## src/sat_bin_pkg.sv

```systemverilog
`default_nettype none

package sat_bin_pkg;

	// bin geometry
	localparam int NUM_VARS = 24;
	localparam int NUM_SLOTS = 12;

	// field widths
	localparam int VALUE_W = 3;
	localparam int LEVEL_W = 8;
	localparam int LEN_W = 8;

	typedef logic [VALUE_W-1:0] var_value_t;
	typedef logic [LEVEL_W-1:0] level_t;
	typedef logic [LEN_W-1:0] clause_len_t;
	typedef logic [NUM_VARS-1:0] var_mask_t;
	typedef logic [NUM_SLOTS-1:0] slot_mask_t;
	typedef logic [4:0] xfer_cnt_t;

	// code of a free variable
	localparam var_value_t VALUE_UNASSIGNED = '0;

	// one word on the state chain
	typedef struct packed {
		var_value_t value;
		level_t level;
	} var_state_t;

	typedef struct packed {
		var_mask_t conflict_mask;
		level_t cur_level;
	} analyze_req_t;

	typedef clause_len_t [NUM_SLOTS-1:0] clause_lens_t;
	typedef var_state_t [NUM_VARS-1:0] var_states_t;

	typedef enum logic [2:0] {
		ANALYZE_IDLE,
		COLLECT_LEVELS,
		ADD_LEARNT_CLAUSE,
		BACKTRACK,
		ANALYZE_DONE
	} analyze_state_t;

endpackage

`default_nettype wire
```

## src/var_bin.sv

```systemverilog
`timescale 1ns/1ns
`default_nettype none

module var_bin
	import sat_bin_pkg::*;
(
	input  wire logic          clk,
	input  wire logic          rst,

	input  wire logic          set_states_i,
	input  wire logic          get_states_i,
	input  wire var_state_t    state_i,
	output var_state_t         state_o,
	output logic               xfer_done_o,

	input  wire logic          analyze_i,
	input  wire analyze_req_t  analyze_req_i,
	input  wire clause_lens_t  clause_lens_i,
	output logic               done_analyze_o,
	output level_t             bkt_level_o,
	output slot_mask_t         wr_learntc_o
);

	var_states_t states;
	logic shift;
	logic rotate;
	logic capture;
	logic learn;
	logic backtrack;
	logic cur_hit;

	xfer_counter u_xfer_counter (
		.clk      (clk),
		.rst      (rst),
		.set_i    (set_states_i),
		.get_i    (get_states_i),
		.shift_o  (shift),
		.rotate_o (rotate),
		.done_o   (xfer_done_o)
	);

	var_chain u_var_chain (
		.clk         (clk),
		.rst         (rst),
		.shift_i     (shift),
		.rotate_i    (rotate),
		.state_i     (state_i),
		.backtrack_i (backtrack),
		.bkt_level_i (bkt_level_o),
		.states_o    (states)
	);

	// head of the chain is the serial output
	assign state_o = states[0];

	level_tree u_level_tree (
		.clk         (clk),
		.rst         (rst),
		.capture_i   (capture),
		.states_i    (states),
		.req_i       (analyze_req_i),
		.bkt_level_o (bkt_level_o),
		.cur_hit_o   (cur_hit)
	);

	clause_slot_select u_clause_slot_select (
		.clk           (clk),
		.rst           (rst),
		.learn_i       (learn),
		.clause_lens_i (clause_lens_i),
		.wr_learntc_o  (wr_learntc_o)
	);

	analyze_fsm u_analyze_fsm (
		.clk         (clk),
		.rst         (rst),
		.analyze_i   (analyze_i),
		.cur_hit_i   (cur_hit),
		.capture_o   (capture),
		.learn_o     (learn),
		.backtrack_o (backtrack),
		.done_o      (done_analyze_o)
	);

endmodule

`default_nettype wire

```

## src/xfer_counter.sv

```systemverilog
`timescale 1ns/1ns
`default_nettype none

module xfer_counter
	import sat_bin_pkg::*;
(
	input  wire logic  clk,
	input  wire logic  rst,
	input  wire logic  set_i,
	input  wire logic  get_i,
	output logic       shift_o,
	output logic       rotate_o,
	output logic       done_o
);

	xfer_cnt_t cnt;
	logic finished;
	logic last_shift;

	assign shift_o = (set_i || get_i) && !finished;
	assign rotate_o = get_i;
	assign last_shift = shift_o && (cnt == xfer_cnt_t'(NUM_VARS - 1));

	always_ff @(posedge clk)
	begin
		if (rst)
		begin
			cnt <= '0;
			finished <= 1'b0;
			done_o <= 1'b0;
		end
		else
		begin
			done_o <= last_shift;
			// finished holds until the host drops its request
			if (!(set_i || get_i))
			begin
				cnt <= '0;
				finished <= 1'b0;
			end
			else if (last_shift)
			begin
				cnt <= '0;
				finished <= 1'b1;
			end
			else if (shift_o)
			begin
				cnt <= cnt + 1'b1;
			end
		end
	end

	a_one_request: assert property (
		@(posedge clk) disable iff (rst)
		!(set_i && get_i)
	);

endmodule

`default_nettype wire

```

## src/analyze_fsm.sv

```systemverilog
`timescale 1ns/1ns
`default_nettype none

module analyze_fsm
	import sat_bin_pkg::*;
(
	input  wire logic  clk,
	input  wire logic  rst,
	input  wire logic  analyze_i,
	input  wire logic  cur_hit_i,
	output logic       capture_o,
	output logic       learn_o,
	output logic       backtrack_o,
	output logic       done_o
);

	analyze_state_t state;
	analyze_state_t state_nxt;

	always_ff @(posedge clk)
	begin
		if (rst)
			state <= ANALYZE_IDLE;
		else
			state <= state_nxt;
	end

	always_comb
	begin
		state_nxt = state;
		case (state)
			ANALYZE_IDLE:
			begin
				// request is still high while done is out
				if (analyze_i && !done_o)
					state_nxt = COLLECT_LEVELS;
			end
			COLLECT_LEVELS:
			begin
				state_nxt = ADD_LEARNT_CLAUSE;
			end
			ADD_LEARNT_CLAUSE:
			begin
				if (cur_hit_i)
					state_nxt = BACKTRACK;
				else
					state_nxt = ANALYZE_DONE;
			end
			BACKTRACK:
			begin
				state_nxt = ANALYZE_DONE;
			end
			ANALYZE_DONE:
			begin
				state_nxt = ANALYZE_IDLE;
			end
			default:
			begin
				state_nxt = ANALYZE_IDLE;
			end
		endcase
	end

	assign capture_o = (state == COLLECT_LEVELS);
	assign learn_o = (state == ADD_LEARNT_CLAUSE);
	assign backtrack_o = (state == BACKTRACK);

	always_ff @(posedge clk)
	begin
		if (rst)
			done_o <= 1'b0;
		else
			done_o <= (state == ANALYZE_DONE);
	end

	// host keeps its request up until the done pulse
	a_request_held: assert property (
		@(posedge clk) disable iff (rst)
		(state != ANALYZE_IDLE) |-> analyze_i
	);

endmodule

`default_nettype wire

```

## src/clause_slot_select.sv

```systemverilog
`timescale 1ns/1ns
`default_nettype none

module clause_slot_select
	import sat_bin_pkg::*;
(
	input  wire logic          clk,
	input  wire logic          rst,
	input  wire logic          learn_i,
	input  wire clause_lens_t  clause_lens_i,
	output slot_mask_t         wr_learntc_o
);

	clause_len_t best_len;
	slot_mask_t best_sel;

	// strict compare keeps the lowest index on equal lengths
	always_comb
	begin
		best_len = clause_lens_i[0];
		best_sel = '0;
		best_sel[0] = 1'b1;
		for (int i = 1; i < NUM_SLOTS; i++)
		begin
			if (clause_lens_i[i] > best_len)
			begin
				best_len = clause_lens_i[i];
				best_sel = '0;
				best_sel[i] = 1'b1;
			end
		end
	end

	// one write strobe per learnt clause
	always_ff @(posedge clk)
	begin
		if (rst)
			wr_learntc_o <= '0;
		else if (learn_i)
			wr_learntc_o <= best_sel;
		else
			wr_learntc_o <= '0;
	end

	a_strobe_single: assert property (
		@(posedge clk) disable iff (rst)
		(wr_learntc_o != '0) |=> (wr_learntc_o == '0)
	);

endmodule

`default_nettype wire

```

## src/level_tree.sv

```systemverilog
`timescale 1ns/1ns
`default_nettype none

module level_tree
	import sat_bin_pkg::*;
(
	input  wire logic          clk,
	input  wire logic          rst,
	input  wire logic          capture_i,
	input  wire var_states_t   states_i,
	input  wire analyze_req_t  req_i,
	output level_t             bkt_level_o,
	output logic               cur_hit_o
);

	level_t node [NUM_VARS];
	var_mask_t at_cur;

	always_comb
	begin
		// only conflict vars below the current level count as leaves
		for (int i = 0; i < NUM_VARS; i++)
		begin
			if (req_i.conflict_mask[i] && (states_i[i].level < req_i.cur_level))
				node[i] = states_i[i].level;
			else
				node[i] = '0;
			at_cur[i] = req_i.conflict_mask[i] && (states_i[i].level == req_i.cur_level);
		end
		// pairwise reduction where an odd leftover passes straight up
		for (int w = NUM_VARS; w > 1; w = (w + 1) / 2)
		begin
			for (int j = 0; j < (w + 1) / 2; j++)
			begin
				if ((2 * j + 1) < w)
					node[j] = (node[2*j] > node[2*j+1]) ? node[2*j] : node[2*j+1];
				else
					node[j] = node[2*j];
			end
		end
	end

	always_ff @(posedge clk)
	begin
		if (rst)
		begin
			bkt_level_o <= '0;
			cur_hit_o <= 1'b0;
		end
		else if (capture_i)
		begin
			bkt_level_o <= node[0];
			cur_hit_o <= |at_cur;
		end
	end

endmodule

`default_nettype wire

```

## src/var_chain.sv

```systemverilog
`timescale 1ns/1ns
`default_nettype none

module var_chain
	import sat_bin_pkg::*;
(
	input  wire logic        clk,
	input  wire logic        rst,
	input  wire logic        shift_i,
	input  wire logic        rotate_i,
	input  wire var_state_t  state_i,
	input  wire logic        backtrack_i,
	input  wire level_t      bkt_level_i,
	output var_states_t      states_o
);

	var_states_t cells;
	var_state_t tail_in;

	// a get feeds the head word back in, so the chain keeps its contents
	assign tail_in = rotate_i ? cells[0] : state_i;

	always_ff @(posedge clk)
	begin
		if (rst)
		begin
			cells <= '0;
		end
		else if (shift_i)
		begin
			for (int i = 0; i < NUM_VARS - 1; i++)
			begin
				cells[i] <= cells[i+1];
			end
			cells[NUM_VARS-1] <= tail_in;
		end
		else if (backtrack_i)
		begin
			for (int i = 0; i < NUM_VARS; i++)
			begin
				// unassign everything decided above the backtrack level
				if (cells[i].level > bkt_level_i)
				begin
					cells[i].value <= VALUE_UNASSIGNED;
					cells[i].level <= '0;
				end
			end
		end
	end

	assign states_o = cells;

	// transfer and analysis must never overlap
	a_no_shift_in_backtrack: assert property (
		@(posedge clk) disable iff (rst)
		!(shift_i && backtrack_i)
	);

endmodule

`default_nettype wire

```

## config.mk

```make
export PLATFORM = sky130hd
export DESIGN_NAME = var_bin
export DESIGN_NICKNAME = d
export VERILOG_FILES = /design/src/sat_bin_pkg.sv /design/src/var_bin.sv /design/src/xfer_counter.sv /design/src/analyze_fsm.sv /design/src/clause_slot_select.sv /design/src/level_tree.sv /design/src/var_chain.sv
export SDC_FILE = /design/constraint.sdc
export NUM_CORES = 2
export LEC_CHECK = 0
export ABC_AREA = 1
export BUFFER_PORTS_ARGS = -buffer_cell sky130_fd_sc_hd__buf_2
export CAP_MARGIN = 10
export CORE_ASPECT_RATIO = 1.4
export CORE_MARGIN = 1.5
export CORE_UTILIZATION = 33
export DETAILED_ROUTE_END_ITERATION = 6
export GPL_TIMING_DRIVEN = 1
export PLACE_DENSITY = 0.58
export SETUP_SLACK_MARGIN = 0.15
export SYNTH_ARGS = -nofsm -noshare
export SYNTH_HDL_FRONTEND = slang
export SYNTH_SLANG_ARGS = --single-unit
```

## constraint.sdc

```tcl
create_clock -name clk -period 30 [get_ports clk]
set_input_delay 1.5 -clock clk [delete_from_list [all_inputs] [get_ports clk]]
set_output_delay 1.5 -clock clk [all_outputs]
set_load 0.05 [all_outputs]
```

==> metrics <==
Yosys warning count=0; Slowest-stage cell, CP=or2_2; Slew HR=24.2%; routability cong.=0.900; Leak Pwr=15.2 nW; Syn Inst Count=4314; outcome=complete, no violations; Vias=29200; Syn Area/Cell=6.79 µm²; post-CTS sizing=0; H-tree Lvls=2; Hold WS=0.467 ns; Setup crit start kind=input port; CTS tree=built; DP Area=31200 µm²; sequential element share of the synthesized area=20.2%; vias in the first global route=28000; commonest cells after routing, fill and taps aside=nand2_1, ha_1, a21oi_1; clock root cell=clkbuf_16; Die Height=355 µm; Setup crit end kind=flop; critical path's most frequent cell=nand2_1; # setup viols final=0; hold_buf cts=0; share of synthesized registers carrying an async set or reset=0%; antenna-violating nets left=0; Detailed Route WL=98800 µm; Final Hold Viols=0; Area growth, synth to finish=11.1%; Main synth FF type=dfxtp_1; Setup Fix Bufs, Post-CTS=0; required time of the critical path=30.48 ns; most common cell after layout, fill and taps aside=nand2_1; final setup TNS=0 ns; initial antenna violation count=9; Hold Path Class=flop to flop; number of flops mapped to enable cells by yosys=0; Fmax achieved=0.0638 GHz; Finished Cell Area=32500 µm²; fin crit share=52.2%; GR Overflow Total=0; largest net degree at the start of global routing=126; synth unique cells=47; Synth Net Count=5100; Total Power=2.42 mW; core box area=88100 µm²; antenna diode count=0; dpl cells=5539; Max-cap violations=0; max-slew violations=0; Power Density=74.5 nW/µm²; initial drt markers=1728; Critical Path AT=16.15 ns; Final Non-Filler Cells=5607; ratio of cells with drive above 1 in the final layout=7.52%; Fin Clk Skew=0.0256 ns; Clock Path Buffers=3; peak supply drop=0.0949 mV; fin nets=5186; crit-path max FO=21; TritonRoute pass-1 iters=5; post-route minimum period=15.67 ns; GRT Resource Usage Total=21.6%; Worst Setup Slack, final=14.33 ns; Ports=177; Worst Tran Pin Value=1.14 ns; Starting Density=33.2%; clk sink count=296; RSZ-0062 raised after global routing=no; dpl ws=13.72 ns; global-route wire length before repair=155000 µm; Synth Cell Area=29300 µm²; clock slew at reported path FFs=0.06 ns; Worst-Skew Late Latency=0.57 ns; Crit Path Category=input port to flop; drc violations=0; fin util=36.9%; CP max stage delay=0.37 ns; DR WL/cell=17.6 µm; #FFs+latches synth=296; Detailed Place HPWL=71400 µm; Port Buffers=176; FP Rows=129; vias per cell=5.21; full die area=90500 µm²; CTS Buf Count=38; Die X=255 µm
## power by group
group | internal (mW) | leakage, nW | switching [mW]
clock | 0.295 | 0.632 | 0.196
combinational | 0.534 | 12.1 | 0.987
sequential | 0.403 | 2.39 | 0.00924
## cells in the mapped netlist, types with 2 or more instances
cell type | n | area (µm²)
buf_4 | 17 | 128
dfxtp_1 | 296 | 5930
o21ai_1 | 10 | 50.1
ha_1 | 642 | 8030
a2111oi_0 | 2 | 17.5
o21ai_2 | 7 | 61.3
o21bai_1 | 17 | 128
o21ai_0 | 311 | 1560
nor4_1 | 13 | 81.3
o221ai_1 | 4 | 35.0
nand4_1 | 45 | 282
buf_1 | 10 | 37.5
inv_1 | 381 | 1430
and3_1 | 2 | 12.5
nand3_1 | 389 | 1950
a32oi_1 | 5 | 43.8
a221oi_1 | 2 | 17.5
nand2_2 | 20 | 125
o21a_1 | 5 | 37.5
buf_2 | 4 | 20.0
inv_2 | 6 | 22.5
o32ai_1 | 2 | 17.5
nor2_2 | 3 | 18.8
a211oi_1 | 37 | 278
nand2_1 | 1059 | 3980
a21oi_1 | 522 | 2610
nor3_1 | 23 | 115
or2_2 | 9 | 56.3
o211ai_1 | 47 | 353
o31ai_1 | 3 | 22.5
a32o_1 | 5 | 50.1
nand4_2 | 4 | 50.1
clkinv_1 | 6 | 22.5
nand2_4 | 7 | 78.8
nor2_1 | 239 | 897
o311ai_0 | 7 | 61.3
nor3_2 | 2 | 20.0
nand3b_1 | 14 | 105
clkbuf_1 | 129 | 484
## registers in the layout, summed over array words and instances (netlist names)
signal,flops
u_analyze_fsm.done_o,1
u_var_chain.states_o,264
u_xfer_counter.finished,1
u_xfer_counter.cnt,5
u_analyze_fsm.state,3
u_clause_slot_select.wr_learntc_o,12
u_level_tree.bkt_level_o,8
u_level_tree.cur_hit_o,1
u_xfer_counter.done_o,1
## layer usage
| metal | routed length, µm | GRT usage, % | up-vias |
|---|---|---|---|
| li1 | - | - | 15000 |
| met1 | 41000 | 25.1 | 13300 |
| met2 | 48900 | 39.1 | 644 |
| met3 | 4100 | 2.57 | 250 |
| met4 | 4760 | 9.76 | 10 |
| met5 | 65 | 0 | - |
## path summary, 6_finish.rpt
kind	start	to	slack (ns)	cells past startpoint
setup reg to reg	u_var_chain.states_o[18]$_SDFFE_PP0P_	u_level_tree.bkt_level_o[1]$_SDFFE_PP0N_	19.40	37
hold / removal	u_var_chain.states_o[197]$_SDFFE_PP0P_	u_var_chain.states_o[186]$_SDFFE_PP0P_	0.47	2
setup / recovery	clause_lens_i[7]	u_clause_slot_select.wr_learntc_o[1]$_SDFF_PP0_	14.33	88
hold reg to reg	u_var_chain.states_o[197]$_SDFFE_PP0P_	u_var_chain.states_o[186]$_SDFFE_PP0P_	0.47	2
## worst max-delay path: cells and delay by family
| family | cells | cell delay [ns] |
|---|---|---|
| adder cells (fa/ha/maj) | 11 | 3.30 |
| AND/OR/NAND/NOR | 52 | 7.61 |
| AO/OA/AOI/OAI | 21 | 3.48 |
| buffers and inverters | 4 | 0.24 |
## logic make-up after synthesis
logic type	count (synthesis)	share of synthesized area (%)
XOR/XNOR	1	0.0299
adder cells (fa/ha/maj)	642	27.4
AND/OR/NAND/NOR	1830	26.5
buffers and inverters	554	7.36
AO/OA/AOI/OAI	991	18.4
flip-flops	296	20.2
## cell type report
class / instances / area, µm²
sequential: 296 / 5930
tap: 1179 / 1480
fill: 9588 / 55600
inverter: 393 / 1480
multi-input combinational: 3464 / 21200
timing repair buffer: 207 / 1120
clock inverter: 18 / 250
clock buffer: 50 / 1070
(Power assumes the default switching activity.)
